File: src/afu_pkg.sv
// Memory test accelerator definitions
package afu_pkg;

    // ========================================
    // Bus and counter widths
    // ========================================

    // Line address width on the host read channel
    localparam int ADDR_W      = 42;
    // Width of one read response word and of every MMIO data word
    localparam int DATA_W      = 64;
    // MMIO byte address width
    localparam int MMIO_ADDR_W = 16;
    // MMIO transaction tag width
    localparam int TID_W       = 9;
    // Width of the line count and of the response counter
    localparam int CNT_W       = 16;

    // ========================================
    // Register map, byte offsets
    // ========================================

    localparam logic [MMIO_ADDR_W-1:0] CSR_DFH     = 16'h000;
    localparam logic [MMIO_ADDR_W-1:0] CSR_ID_L    = 16'h008;
    localparam logic [MMIO_ADDR_W-1:0] CSR_ID_H    = 16'h010;
    localparam logic [MMIO_ADDR_W-1:0] CSR_BASE    = 16'h020;
    localparam logic [MMIO_ADDR_W-1:0] CSR_COUNT   = 16'h028;
    localparam logic [MMIO_ADDR_W-1:0] CSR_CTRL    = 16'h030;
    localparam logic [MMIO_ADDR_W-1:0] CSR_STATUS  = 16'h038;
    localparam logic [MMIO_ADDR_W-1:0] CSR_SUM     = 16'h040;
    localparam logic [MMIO_ADDR_W-1:0] CSR_RSP_CNT = 16'h048;

    // ========================================
    // Feature header constants
    // ========================================

    // The next feature in the chain sits 4 KB above this one
    localparam logic [23:0] NEXT_DFH_OFFSET = 24'h001000;
    // Feature type code of an accelerator function
    localparam logic [3:0]  DFH_TYPE_AFU    = 4'h1;
    // Identifier of this accelerator, low and high halves
    localparam logic [63:0] AFU_ID_L        = 64'h9d73_a2c4_5b10_e8f6;
    localparam logic [63:0] AFU_ID_H        = 64'h4c1e_07b9_d35a_2f81;

    // One MMIO read word, seen either as plain data or as header fields
    typedef union packed {
        logic [63:0] raw;
        struct packed {
            logic [3:0]  feature_type;
            logic [18:0] rsvd_hi;
            logic        end_of_list;
            logic [15:0] rsvd_lo;
            logic [23:0] next_offset;
        } dfh;
    } csr_word_u;

endpackage

File: src/mmio_csr_ctrl.sv
// MMIO register block
`timescale 1ns/1ps

module mmio_csr_ctrl
    import afu_pkg::*;
(
    input  logic                   pClk,
    input  logic                   arst_n,
    input  logic                   mmio_wr_valid,
    input  logic                   mmio_rd_valid,
    input  logic [MMIO_ADDR_W-1:0] mmio_addr,
    input  logic [DATA_W-1:0]      mmio_wdata,
    input  logic [TID_W-1:0]       mmio_tid,
    input  logic                   busy,
    input  logic                   done,
    input  logic [DATA_W-1:0]      sum,
    input  logic [CNT_W-1:0]       rsp_count,
    output logic                   mmio_rd_rsp_valid,
    output logic [TID_W-1:0]       mmio_rd_rsp_tid,
    output logic [DATA_W-1:0]      mmio_rd_rsp_data,
    output logic                   start,
    output logic [ADDR_W-1:0]      base_addr,
    output logic [CNT_W-1:0]       line_count
);

    // Write strobes, one per writable register
    logic      wr_base;
    logic      wr_count;
    logic      wr_ctrl;
    // Read word for the current address, before the output register
    csr_word_u rd_word;

    // ========================================
    // Write decode
    // ========================================

    assign wr_base  = mmio_wr_valid && (mmio_addr == CSR_BASE);
    assign wr_count = mmio_wr_valid && (mmio_addr == CSR_COUNT);
    assign wr_ctrl  = mmio_wr_valid && (mmio_addr == CSR_CTRL);

    // Base and count take the written value at the sampling edge
    always_ff @(posedge pClk or negedge arst_n)
    begin
        if (!arst_n)
        begin
            base_addr  <= '0;
            line_count <= '0;
        end
        else
        begin
            if (wr_base)
                base_addr <= mmio_wdata[ADDR_W-1:0];
            if (wr_count)
                line_count <= mmio_wdata[CNT_W-1:0];
        end
    end

    // Bit 0 of a control write launches a run, but only from idle
    // A start still in flight counts as busy, since the engine flag lags it by a cycle
    always_ff @(posedge pClk or negedge arst_n)
    begin
        if (!arst_n)
            start <= 1'b0;
        else
            start <= wr_ctrl && mmio_wdata[0] && !busy && !start;
    end

    // ========================================
    // Read decode
    // ========================================

    always_comb
    begin
        // Anything not listed below reads as zero
        rd_word.raw = '0;
        case (mmio_addr)
            CSR_DFH:
            begin
                // Header of an accelerator that links on to the next feature
                rd_word.dfh.feature_type = DFH_TYPE_AFU;
                rd_word.dfh.end_of_list  = 1'b0;
                rd_word.dfh.next_offset  = NEXT_DFH_OFFSET;
            end
            CSR_ID_L:    rd_word.raw = AFU_ID_L;
            CSR_ID_H:    rd_word.raw = AFU_ID_H;
            CSR_BASE:    rd_word.raw = {{(DATA_W-ADDR_W){1'b0}}, base_addr};
            CSR_COUNT:   rd_word.raw = {{(DATA_W-CNT_W){1'b0}}, line_count};
            // Status carries busy in bit 0 and done in bit 1
            CSR_STATUS:  rd_word.raw = {{(DATA_W-2){1'b0}}, done, busy};
            CSR_SUM:     rd_word.raw = sum;
            CSR_RSP_CNT: rd_word.raw = {{(DATA_W-CNT_W){1'b0}}, rsp_count};
            default:     rd_word.raw = '0;
        endcase
    end

    // Read response leaves one cycle after the request, tag unchanged
    always_ff @(posedge pClk or negedge arst_n)
    begin
        if (!arst_n)
        begin
            mmio_rd_rsp_valid <= 1'b0;
            mmio_rd_rsp_tid   <= '0;
            mmio_rd_rsp_data  <= '0;
        end
        else
        begin
            mmio_rd_rsp_valid <= mmio_rd_valid;
            // Payload only moves when there is a read, so it holds otherwise
            if (mmio_rd_valid)
            begin
                mmio_rd_rsp_tid  <= mmio_tid;
                mmio_rd_rsp_data <= rd_word.raw;
            end
        end
    end

endmodule

File: src/mem_read_engine.sv
// Line read request engine
`timescale 1ns/1ps

module mem_read_engine
    import afu_pkg::*;
(
    input  logic              pClk,
    input  logic              arst_n,
    input  logic              start,
    input  logic [ADDR_W-1:0] base_addr,
    input  logic [CNT_W-1:0]  line_count,
    input  logic              done,
    input  logic              rd_req_almost_full,
    output logic              rd_req_valid,
    output logic [ADDR_W-1:0] rd_req_addr,
    output logic              busy
);

    // Address of the next line to request
    logic [ADDR_W-1:0] next_addr;
    // Issue counter, lines still to be requested in this run
    logic [CNT_W-1:0]  lines_left;

    // ========================================
    // Request side
    // ========================================

    // A request goes out whenever lines remain and the host is not almost full
    // Almost-full is checked in the same cycle, so nothing slips past it
    assign rd_req_valid = busy && (lines_left != '0) && !rd_req_almost_full;
    assign rd_req_addr  = next_addr;

    // ========================================
    // Run state
    // ========================================

    always_ff @(posedge pClk or negedge arst_n)
    begin
        if (!arst_n)
        begin
            busy       <= 1'b0;
            next_addr  <= '0;
            lines_left <= '0;
        end
        else if (start)
        begin
            // Parameters are captured here, so later CSR writes leave the run alone
            busy       <= 1'b1;
            next_addr  <= base_addr;
            lines_left <= line_count;
        end
        else
        begin
            // Under back-pressure the address simply holds until a request is sent
            if (rd_req_valid)
            begin
                next_addr  <= next_addr + 1'b1;
                lines_left <= lines_left - 1'b1;
            end
            // The run is over only once every response has been folded in
            if (done)
                busy <= 1'b0;
        end
    end

endmodule

File: src/rsp_accumulator.sv
// Read response checksum collector
`timescale 1ns/1ps

module rsp_accumulator
    import afu_pkg::*;
(
    input  logic              pClk,
    input  logic              arst_n,
    input  logic              start,
    input  logic [CNT_W-1:0]  line_count,
    input  logic              rd_rsp_valid,
    input  logic [DATA_W-1:0] rd_rsp_data,
    output logic [DATA_W-1:0] sum,
    output logic [CNT_W-1:0]  rsp_count,
    output logic              done
);

    // Number of responses expected in the current run
    logic [CNT_W-1:0] target_count;
    // Response count after the response in this cycle
    logic [CNT_W-1:0] count_next;

    assign count_next = rsp_count + 1'b1;

    // ========================================
    // Checksum and completion
    // ========================================

    // The sum wraps at 64 bits, so the arrival order of responses does not matter
    always_ff @(posedge pClk or negedge arst_n)
    begin
        if (!arst_n)
        begin
            sum          <= '0;
            rsp_count    <= '0;
            done         <= 1'b0;
            target_count <= '0;
        end
        else if (start)
        begin
            // A new run wipes the previous result
            sum          <= '0;
            rsp_count    <= '0;
            done         <= 1'b0;
            target_count <= line_count;
        end
        else if (rd_rsp_valid)
        begin
            sum       <= sum + rd_rsp_data;
            rsp_count <= count_next;
            // Done goes high together with the final count and stays up
            if (count_next == target_count)
                done <= 1'b1;
        end
    end

endmodule

File: src/afu_top.sv
// Memory test accelerator top level
`timescale 1ns/1ps

module afu_top
    import afu_pkg::*;
(
    input  logic                   pClk,
    input  logic                   arst_n,
    // MMIO requests, writes and reads share the address
    input  logic                   mmio_wr_valid,
    input  logic                   mmio_rd_valid,
    input  logic [MMIO_ADDR_W-1:0] mmio_addr,
    input  logic [DATA_W-1:0]      mmio_wdata,
    input  logic [TID_W-1:0]       mmio_tid,
    // MMIO read response
    output logic                   mmio_rd_rsp_valid,
    output logic [TID_W-1:0]       mmio_rd_rsp_tid,
    output logic [DATA_W-1:0]      mmio_rd_rsp_data,
    // Memory read channel
    output logic                   rd_req_valid,
    output logic [ADDR_W-1:0]      rd_req_addr,
    input  logic                   rd_req_almost_full,
    input  logic                   rd_rsp_valid,
    input  logic [DATA_W-1:0]      rd_rsp_data
);

    // Run control from the register block
    logic              start;
    logic [ADDR_W-1:0] base_addr;
    logic [CNT_W-1:0]  line_count;
    // Run state fed back into the status registers
    logic              busy;
    logic              done;
    logic [DATA_W-1:0] sum;
    logic [CNT_W-1:0]  rsp_count;

    // ========================================
    // Register block
    // ========================================

    mmio_csr_ctrl u_csr
    (
        .pClk              (pClk),
        .arst_n            (arst_n),
        .mmio_wr_valid     (mmio_wr_valid),
        .mmio_rd_valid     (mmio_rd_valid),
        .mmio_addr         (mmio_addr),
        .mmio_wdata        (mmio_wdata),
        .mmio_tid          (mmio_tid),
        .busy              (busy),
        .done              (done),
        .sum               (sum),
        .rsp_count         (rsp_count),
        .mmio_rd_rsp_valid (mmio_rd_rsp_valid),
        .mmio_rd_rsp_tid   (mmio_rd_rsp_tid),
        .mmio_rd_rsp_data  (mmio_rd_rsp_data),
        .start             (start),
        .base_addr         (base_addr),
        .line_count        (line_count)
    );

    // ========================================
    // Request and response path
    // ========================================

    // The engine stops on the collector's done, which closes the loop on the count
    mem_read_engine u_engine
    (
        .pClk               (pClk),
        .arst_n             (arst_n),
        .start              (start),
        .base_addr          (base_addr),
        .line_count         (line_count),
        .done               (done),
        .rd_req_almost_full (rd_req_almost_full),
        .rd_req_valid       (rd_req_valid),
        .rd_req_addr        (rd_req_addr),
        .busy               (busy)
    );

    rsp_accumulator u_accum
    (
        .pClk         (pClk),
        .arst_n       (arst_n),
        .start        (start),
        .line_count   (line_count),
        .rd_rsp_valid (rd_rsp_valid),
        .rd_rsp_data  (rd_rsp_data),
        .sum          (sum),
        .rsp_count    (rsp_count),
        .done         (done)
    );

endmodule

File: config.mk
export PLATFORM = sky130hd
export DESIGN_NAME = afu_top
export DESIGN_NICKNAME = d
export VERILOG_FILES = /design/src/afu_pkg.sv /design/src/mmio_csr_ctrl.sv /design/src/mem_read_engine.sv /design/src/rsp_accumulator.sv /design/src/afu_top.sv
export SDC_FILE = /design/constraint.sdc
export NUM_CORES = 1
export LEC_CHECK = 0
export ABC_AREA = 1
export BUFFER_PORTS_ARGS = -buffer_cell sky130_fd_sc_hd__buf_2
export CAP_MARGIN = 40
export CORE_ASPECT_RATIO = 1.75
export CORE_MARGIN = 2
export CORE_UTILIZATION = 59
export CTS_CLUSTER_DIAMETER = 120
export DETAILED_ROUTE_END_ITERATION = 16
export PLACE_DENSITY = 0.82
export SYNTH_ARGS = -nofsm -noshare
export SYNTH_HDL_FRONTEND = slang
export SYNTH_SLANG_ARGS = --single-unit
export TNS_END_PERCENT = 30
File: constraint.sdc
create_clock -name pClk -period 2.18 [get_ports pClk]
set_input_delay 0.327 -clock pClk [delete_from_list [all_inputs] [get_ports pClk]]
set_output_delay 0.327 -clock pClk [all_outputs]
set_load 0.005 [all_outputs]
---- After elaboration in Yosys (flattened, before gate mapping) ----
Index checks and enable logic that the tools add are counted.
storage, ports and cells
  word-level logic and storage cells ...... 62
  input port bits ......................... 159
  bits in registers ....................... 289
  output and inout port bits .............. 117
operators by class
  muxes and demuxes ....................... 18
  add/subtract/negate cells ............... 4
  reductions and logical operators ........ 18
  eq/ne operators ......................... 9
operators by type and width
  operator                 count
  $pmux W24 S8             1
  $mux W64                 2
  $mux W42                 2
  $pmux W19 S4             1
  $add A64 B64 Y64         1
  $eq A16 B6 Y1 const B    4
  $mux W16                 4
  $pmux W16 S4             1
  $add A42 B1 Y42 const B  1
  $eq A16 B7 Y1 const B    2
  $add A16 B1 Y16 const B  1
  $eq A16 B16 Y1           1
  $eq A16 B4 Y1 const B    1
  $eq A16 B5 Y1 const B    1
  $logic_not A16 Y1        1
  $pmux W4 S4              1
  $reduce_bool A16 Y1      1
  $sub A16 B1 Y16 const B  1
  $logic_and A1 B1 Y1      8
  $reduce_bool A2 Y1       4
  $mux W1                  5
  $logic_not A1 Y1         3
  $pmux W1 S3              1
  $reduce_and A2 Y1        1

---- Depth between registers and ports, before layout ----
Gate-level depths: netlist (run 1).
  word-level depth ........................ 5
  depth in mapped cells ................... 17
  mapped depth without buffers ............ 17

---- By module ----
From an unflattened synthesis (run 1), not the netlist that was laid out.
second synthesis, totals
  cells, all modules ...................... 3248
  area, all modules ....................... 20602.3 µm²
modules (own cells, without submodules)
  module           times used  cells each  sequential area each (µm²)  area an instance (µm²)
  rsp_accumulator  1           1710        2427.3                      9755.6
  mmio_csr_ctrl    1           824         3328.2                      6327.3
  mem_read_engine  1           714         1476.4                      4519.3

---- Worst setup path before layout (run 1) ----
Ideal clock, no wire load.
  path type ............................... register to register
  start ................................... reg u_accum.sum[0]
  end ..................................... reg u_accum.sum[60]
  path slack .............................. 0.192 ns
  path buffers ............................ 0
  arrival ................................. 1.870 ns
  required time ........................... 2.063 ns
  clock period less this slack ............ 1.988 ns
  library setup time ...................... 0.117 ns
  stages on the path, launching flop included .. 18
  cell sequence ........................... dfrtp_1 ha_1 inv_1 fa_1 inv_1 nand3_1 nand2_1 nand2_1 nand2_1 nand2_1 nand2_1 nand2_1 nand2_1 nand2_1 nand2_1 nand2_1 nand3_1 nand2_1
between the ends
  word-level cells in the longest chain between the ends .. 3
ends and longest elaborated chain
  item                    line                   RTL
  from (decl)             rsp_accumulator.sv:13  output logic [DATA_W-1:0] sum,
  from (signal assigned)  rsp_accumulator.sv:49  sum <= sum + rd_rsp_data;
  $add A64 B64 Y64        rsp_accumulator.sv:49
  $mux W64                rsp_accumulator.sv:47  else if (rd_rsp_valid)
  $mux W64                rsp_accumulator.sv:39  else if (start)
No other way between the ends. The select of a mux whose other input is x is not followed.
A chain may end at the register's enable or synchronous reset.

---- Final worst setup path (run 1) ----
  start ................................... reg u_accum.sum[0]
  end ..................................... reg u_accum.sum[52]
The elaborated chain is that of the path after synthesis.

==> results of run 1 <==
## placed cells by master, fill, tap and decap left out, types with 34 or more instances in the layout
cell type / instances
xor2_1: 34
nor2_1: 149
nand3_1: 150
a21oi_1: 69
buf_2: 252
dfrtp_1: 284
ha_4: 34
buf_4: 255
nand2_1: 1012
o22ai_1: 49
nand2_2: 63
xnor2_1: 41
o211ai_1: 37
nor2_2: 38
inv_1: 424
o21ai_0: 109
## flip-flops by register name, summed over array words and instances, names as in the netlist, 16 cells and up
name                    count
u_accum.rsp_count          16
u_accum.sum                64
u_accum.target_count       16
u_csr.base_addr            42
u_csr.line_count           16
u_csr.mmio_rd_rsp_data     64
u_engine.lines_left        16
u_engine.rd_req_addr       42
## power by group
group	total, mW	internal, mW	switching, mW
clock network	5.32	2.87	2.46
registers	6.87	6.06	0.806
logic	15.9	6.42	9.45
## cell type report
| class | instances | area [µm²] | area share [%] |
|---|---|---|---|
| multi-input cells | 2090 | 11640 | 45.40 |
| flip-flops and latches | 289 | 7238 | 28.23 |
| repair buffers | 540 | 3623 | 14.13 |
| inverters | 441 | 1655 | 6.456 |
| clock buffers | 31 | 743.2 | 2.898 |
| well taps | 405 | 506.7 | 1.976 |
| clock inverters | 21 | 227.7 | 0.8881 |
| diodes | 2 | 5.005 | 0.01952 |
## worst max-delay path, stage by stage, from the launching register on
cell and delay [ns]:
dfrtp_1 0.39, ha_2 0.23, inv_2 0.05, fa_2 0.41
inv_2 0.08, nand3_2 0.06, nand2_2 0.07, buf_6 0.09
nand4_1 0.11, nand3b_1 0.29, nand2_2 0.14, nand3_1 0.09
nand2_1 0.06, nand3_1 0.08, nand2_1 0.05
## logic make-up after synthesis
kind of cell | Yosys count
buffers and inverters | 517
XOR/XNOR | 78
flip-flops | 289
multiplexers | 15
AO/OA/AOI/OAI | 349
AND/OR/NAND/NOR | 1581
adder cells (fa/ha/maj) | 67
## worst max path at each step
| stage | cells past startpoint | slack (ns) | startpoint | endpoint |
|---|---|---|---|---|
| after floorplan | 17 | 0.19 | u_accum.sum[0]$_DFFE_PN0P_ | u_accum.sum[60]$_DFFE_PN0P_ |
| after detailed placement | 15 | -0.25 | rd_rsp_data[0] | u_accum.sum[58]$_DFFE_PN0P_ |
| after global placement | 18 | -0.18 | rd_rsp_data[0] | u_accum.sum[44]$_DFFE_PN0P_ |
| after CTS | 13 | -0.05 | u_accum.sum[22]$_DFFE_PN0P_ | u_accum.sum[39]$_DFFE_PN0P_ |
| final | 14 | -0.13 | u_accum.sum[0]$_DFFE_PN0P_ | u_accum.sum[52]$_DFFE_PN0P_ |
| after global routing | 15 | -0.22 | u_accum.sum[9]$_DFFE_PN0P_ | u_accum.sum[38]$_DFFE_PN0P_ |
## repair_timing
item                                    in CTS  in global routing
endpoints found under the setup margin      38                 76
endpoints found under the hold margin       67                  0
resized for setup                           49                236
buffers inserted                             3                  9
pin swaps                                    4                 30
hold buffers                                19                  0
## layer usage
layer	vias up	part of all wire, %	routed length, µm
met5	-	0.027	24
met3	683	9.5	8396
met1	10778	30	26750
met2	1724	47	41190
li1	10169	-	-
met4	4	14	11990
==> results.json, run 1 <==
{
  "power_leakage_nw": 13.94,
  "cts_tree": "built",
  "grt_max_degree": 70,
  "synth-compound-area-share_pct": 10.38,
  "path_max_fanout": 3,
  "max_freq_mhz": 433.8,
  "netlist.area_leader.share_pct": 36.82,
  "initial_utilization_pct": 59.67,
  "ys_seq_area_share_pct": 36.82,
  "finClkSkew_ns": 0.01740,
  "worstMarginPinSlew_ns": 0.5089,
  "relSlewSlack_pct": 66.07,
  "hold_depth": 2,
  "gr-usage-met2_pct": 81.62,
  "yosys-top-cells-count": "nand2_1, inv_1, dfrtp_1",
  "die_area_um2": 34830,
  "yosysTopAreaCell": "dfrtp_1",
  "core_area_um2": 32920,
  "hpwl_um": 64820,
  "grt_busiest_layer": "met2",
  "fillerInstances": 2383,
  "fin_area_um2": 25640,
  "ys_ff_latch": 289,
  "synth_cell_types": 52,
  "synth_edf_count": 0,
  "yosysMostFrequentCell": "nand2_1",
  "detail_route.wl_per_cell_um": 23.13,
  "via_per_inst": 6.116,
  "cts-root-buf": "clkbuf_16",
  "worst-setup-path-type": "reg2reg",
  "synth_xor_area_share_pct": 3.554,
  "fin_cells": 3819,
  "critPathLaunchType": "register",
  "grt.met3_usage_pct": 11.43,
  "first_pass_iters": 8,
  "reg2reg_to": "u_accum.sum[52]$_DFFE_PN0P_",
  "fin_ws_ns": -0.1252,
  "cap_violations": 0,
  "syn_area_um2": 19640,
  "post_route_cells_drive_above_1_share_pct": 25.26,
  "die_h_um": 245.4,
  "status": "complete, but fails checks",
  "synthSimpleGateAreaFrac_pct": 33.88,
  "r2r_setup_slack_ns": -0.13,
  "numPortBuffers": 253,
  "gr-usage-all-layers_pct": 48.48,
  "synth_top_family_by_area": "simple AND/OR/NAND/NOR gates",
  "cts_max_level": 1,
  "io_pins": 276,
  "period_share_pct": 105.7,
  "grt_pass1_wl_um": 126900,
  "grt_overflow": 0,
  "setup_tns_ns": -0.8948,
  "finalMaxSlewViolations": 0,
  "min_to": "u_csr.base_addr[22]$_DFFE_PN0P_",
  "grt_pass1_vias": 22746,
  "synth_area_per_cell_um2": 6.783,
  "rsz0062_at_grt": "yes",
  "synth_nets": 3122,
  "timing.rr.start": "u_accum.sum[0]$_DFFE_PN0P_",
  "finalPower_mw": 28.07,
  "first_iter_violations": 2397,
  "period_minus_slack_ns": 2.305,
  "synth_mux_area_share_pct": 0.8599,
  "pre_cts_ws_ns": -0.2457,
  "ys.flop_type": "dfrtp_1",
  "die_w_um": 141.9,
  "yosys_warnings": 0,
  "cts_num_sinks": 289,
  "grt_use_met1_pct": 46.75,
  "crit_path_end_kind": "register",
  "clk_pin_slew_ns": 0.07,
  "antenna_left": 0,
  "timing.hold.worst.class": "in2reg",
  "r2r_cells": 14,
  "dpl.cell_count": 3734,
  "numCtsBuffers": 28,
  "drc": 0,
  "clock_path_buffers": 3,
  "synth_adder_area_share_pct": 4.306,
  "synth.area.top_cells": "dfrtp_1, nand2_1, inv_1",
  "async_flop_share_pct": 100.0,
  "final_nets": 3616,
  "arrival_ns": 2.79,
  "whs_ns": -0.005026,
  "rows": 88,
  "worstPathRequired_ns": 2.66,
  "violations": "hold timing, setup timing",
  "vias": 23358,
  "finalSetupViolations": 20,
  "antenna_found_initial": 5,
  "finalWirelength_um": 88350,
  "finalHoldViolCount": 3,
  "place_area_um2": 23140,
  "final_util_pct": 77.89,
  "synthCells": 2896,
  "powerDensity_nw_per_um2": 1095,
  "peakVddDrop_v": 0.001129,
  "syn2layout_area_growth_pct": 30.54,
  "insertion_delay_ns": 0.59,
  "hold_start": "mmio_wdata[22]",
  "place_congestion": 1.074
}
Power figures use the tool's default switching activity.
==> run 2: changes to the inputs <==
--- a/config.mk
+++ b/config.mk
@@ -14,6 +14,7 @@
 export CTS_CLUSTER_DIAMETER = 120
 export DETAILED_ROUTE_END_ITERATION = 16
 export PLACE_DENSITY = 0.82
+export RECOVER_POWER = 25
 export SYNTH_ARGS = -nofsm -noshare
 export SYNTH_HDL_FRONTEND = slang
 export SYNTH_SLANG_ARGS = --single-unit
==> results.json, run 2 (synthesis gave the netlist of run 1 again) <==
{
  "detail_route.wl_per_cell_um": 23.13,
  "p_int_mw": 15.34,
  "worstPathCellList": "ha_4 > nand2_2 > inv_1 > nand2_1 > nand2_1 > buf_4 > nand2_1 > nand2_1 > nand2_1 > nand3b_1 > buf_4 > xnor2_1 > o22ai_1",
  "numPortBuffers": 253,
  "worst-setup-path-type": "reg2reg",
  "finClkSkew_ns": 0.01850,
  "path_max_fanout": 4,
  "min_to": "u_csr.base_addr[40]$_DFFE_PN0P_",
  "cap_violations": 1,
  "peakVddDrop_v": 0.001133,
  "syn2layout_area_growth_pct": 30.27,
  "final_nets": 3616,
  "grt_pass1_wl_um": 126900,
  "reg2reg_to": "u_accum.sum[22]$_DFFE_PN0P_",
  "cts_tree": "built",
  "p_sw_mw": 12.73,
  "swShare_pct": 45.36,
  "fillerInstances": 2396,
  "core_area_um2": 32920,
  "clkPwrFrac_pct": 18.9,
  "fin_ws_ns": -0.1280,
  "finalHoldViolCount": 1,
  "cts_max_level": 1,
  "drc": 0,
  "finalPower_mw": 28.07,
  "post_route_cells_drive_above_1_share_pct": 25.21,
  "seq_power_share_pct": 24.5,
  "max_stage_delay_ns": 0.45,
  "max_freq_mhz": 433.3,
  "finalWirelength_um": 88350,
  "gr-usage-all-layers_pct": 48.48,
  "crit_top_cell": "nand2_1",
  "crit_path_end_kind": "register",
  "hpwl_um": 64820,
  "hold_depth": 3,
  "final_common_cell": "nand2_1",
  "slowest_stage": "dfrtp_1",
  "first_iter_violations": 2306,
  "seq_area_um2": 7238,
  "power_frac_comb_pct": 56.6,
  "violations": "hold timing, capacitance limit, slew limit, setup timing",
  "finalSetupViolations": 17,
  "via_per_inst": 6.098,
  "hold_start": "mmio_wdata[40]",
  "arrival_ns": 2.75,
  "die_w_um": 141.9,
  "die_area_um2": 34830,
  "cts_num_sinks": 289,
  "grt_max_degree": 70,
  "relSlewSlack_pct": -7.064,
  "fin_area_um2": 25590,
  "clk_pin_slew_ns": 0.08,
  "path_depth": 13,
  "cts-root-buf": "clkbuf_16",
  "rsz0062_at_grt": "yes",
  "period_minus_slack_ns": 2.308,
  "initial_utilization_pct": 59.67,
  "clock_path_buffers": 3,
  "critPathLaunchType": "register",
  "rows": 88,
  "place_congestion": 1.074,
  "finalMaxSlewViolations": 57,
  "status": "complete, but fails checks",
  "reg_top3": "u_accum.sum x64, u_csr.mmio_rd_rsp_data x64",
  "multi_input_area_um2": 11640,
  "vias": 23287,
  "worstMarginPinSlew_ns": 1.606,
  "antenna_left": 0,
  "crit_buf_inv": 3,
  "die_h_um": 245.4,
  "insertion_delay_ns": 0.59,
  "critPathTopFamily": "simple AND/OR/NAND/NOR gates",
  "grt_overflow": 0,
  "place_area_um2": 23140,
  "period_share_pct": 105.9,
  "whs_ns": -0.002035,
  "timing.hold.worst.class": "in2reg",
  "antenna_found_initial": 5,
  "grt_pass1_vias": 22746,
  "first_pass_iters": 6,
  "power_leakage_nw": 13.92,
  "io_pins": 276,
  "timing.rr.start": "u_accum.sum[8]$_DFFE_PN0P_",
  "r2r_cells": 13,
  "final_cell_mix": "nand2_1, inv_1, dfrtp_1",
  "numCtsBuffers": 28,
  "r2r_setup_slack_ns": -0.13,
  "worstPathRequired_ns": 2.62,
  "powerDensity_nw_per_um2": 1097
}
-- run 2: routing by layer --
| metal | up-vias | GRT usage, % | share of wire [%] |
|---|---|---|---|
| met1 | 10723 | 46.75 | 30 |
| met2 | 1740 | 81.62 | 47 |
| met3 | 665 | 11.43 | 9.5 |
| met4 | 4 | 49.94 | 13 |
| li1 | 10155 | - | - |
| met5 | - | 0 | 0.024 |
-- run 2: how the worst max path moves through the flow --
stage,start,endpoint,slack (ns)
final,u_accum.sum[8]$_DFFE_PN0P_,u_accum.sum[22]$_DFFE_PN0P_,-0.13
after global routing,u_accum.sum[9]$_DFFE_PN0P_,u_accum.sum[38]$_DFFE_PN0P_,-0.22
after CTS,u_accum.sum[22]$_DFFE_PN0P_,u_accum.sum[39]$_DFFE_PN0P_,-0.05
after detailed placement,rd_rsp_data[0],u_accum.sum[58]$_DFFE_PN0P_,-0.25
after global placement,rd_rsp_data[0],u_accum.sum[44]$_DFFE_PN0P_,-0.18
after floorplan,u_accum.sum[0]$_DFFE_PN0P_,u_accum.sum[60]$_DFFE_PN0P_,0.19
-- run 2: tightest hold or removal path: stages --
cell and delay [ns]:
buf_2 0.08, nor2_1 0.04, a21oi_1 0.10
-- run 2: power groups by stage --
stage                     combinational [mW]  clock [mW]  sequential (mW)
after floorplan                         6.86           0             6.55
after global placement                  13.0           0             6.74
after detailed placement                13.2           0             6.78
after CTS                               13.6        5.25             6.70
after global routing                    16.8        5.46             6.89
final                                   15.9        5.32             6.87
-- run 2: stage by stage --
stage	setup WS (ns)	hold slack, ns	instances	util [%]	TNS (ns)
5_1_grt	-0.2233	0.007836	3818	77.72	-3.628
3_5_place_dp	-0.2457	0.2824	3734	70.29	-5.123
6_report	-0.1280	-0.002035	3819	77.73	-0.8447
4_1_cts	-0.05488	0.003090	3808	74.45	-0.4058
3_3_place_gp	-0.1791	0.2826	3734	70.29	-3.206
2_1_floorplan	0.1922	0.03141	2896	-	0
-- run 2: layout make-up --
cell class,instances,area share [%]
diodes,2,0.01956
repair buffers,540,13.95
clock inverters,21,0.8899
well taps,405,1.980
inverters,441,6.469
multi-input cells,2090,45.50
flip-flops and latches,289,28.29
clock buffers,31,2.904
-- run 2: repair_timing --
| action | 4_1_cts | 5_1_grt |
|---|---|---|
| setup buffers | 3 | 9 |
| resized for setup | 49 | 236 |
| cloned | 0 | 0 |
| hold endpoints to repair | 67 | 0 |
| setup endpoints to repair | 38 | 76 |
| hold buffers | 19 | 0 |
| pin swaps | 4 | 30 |
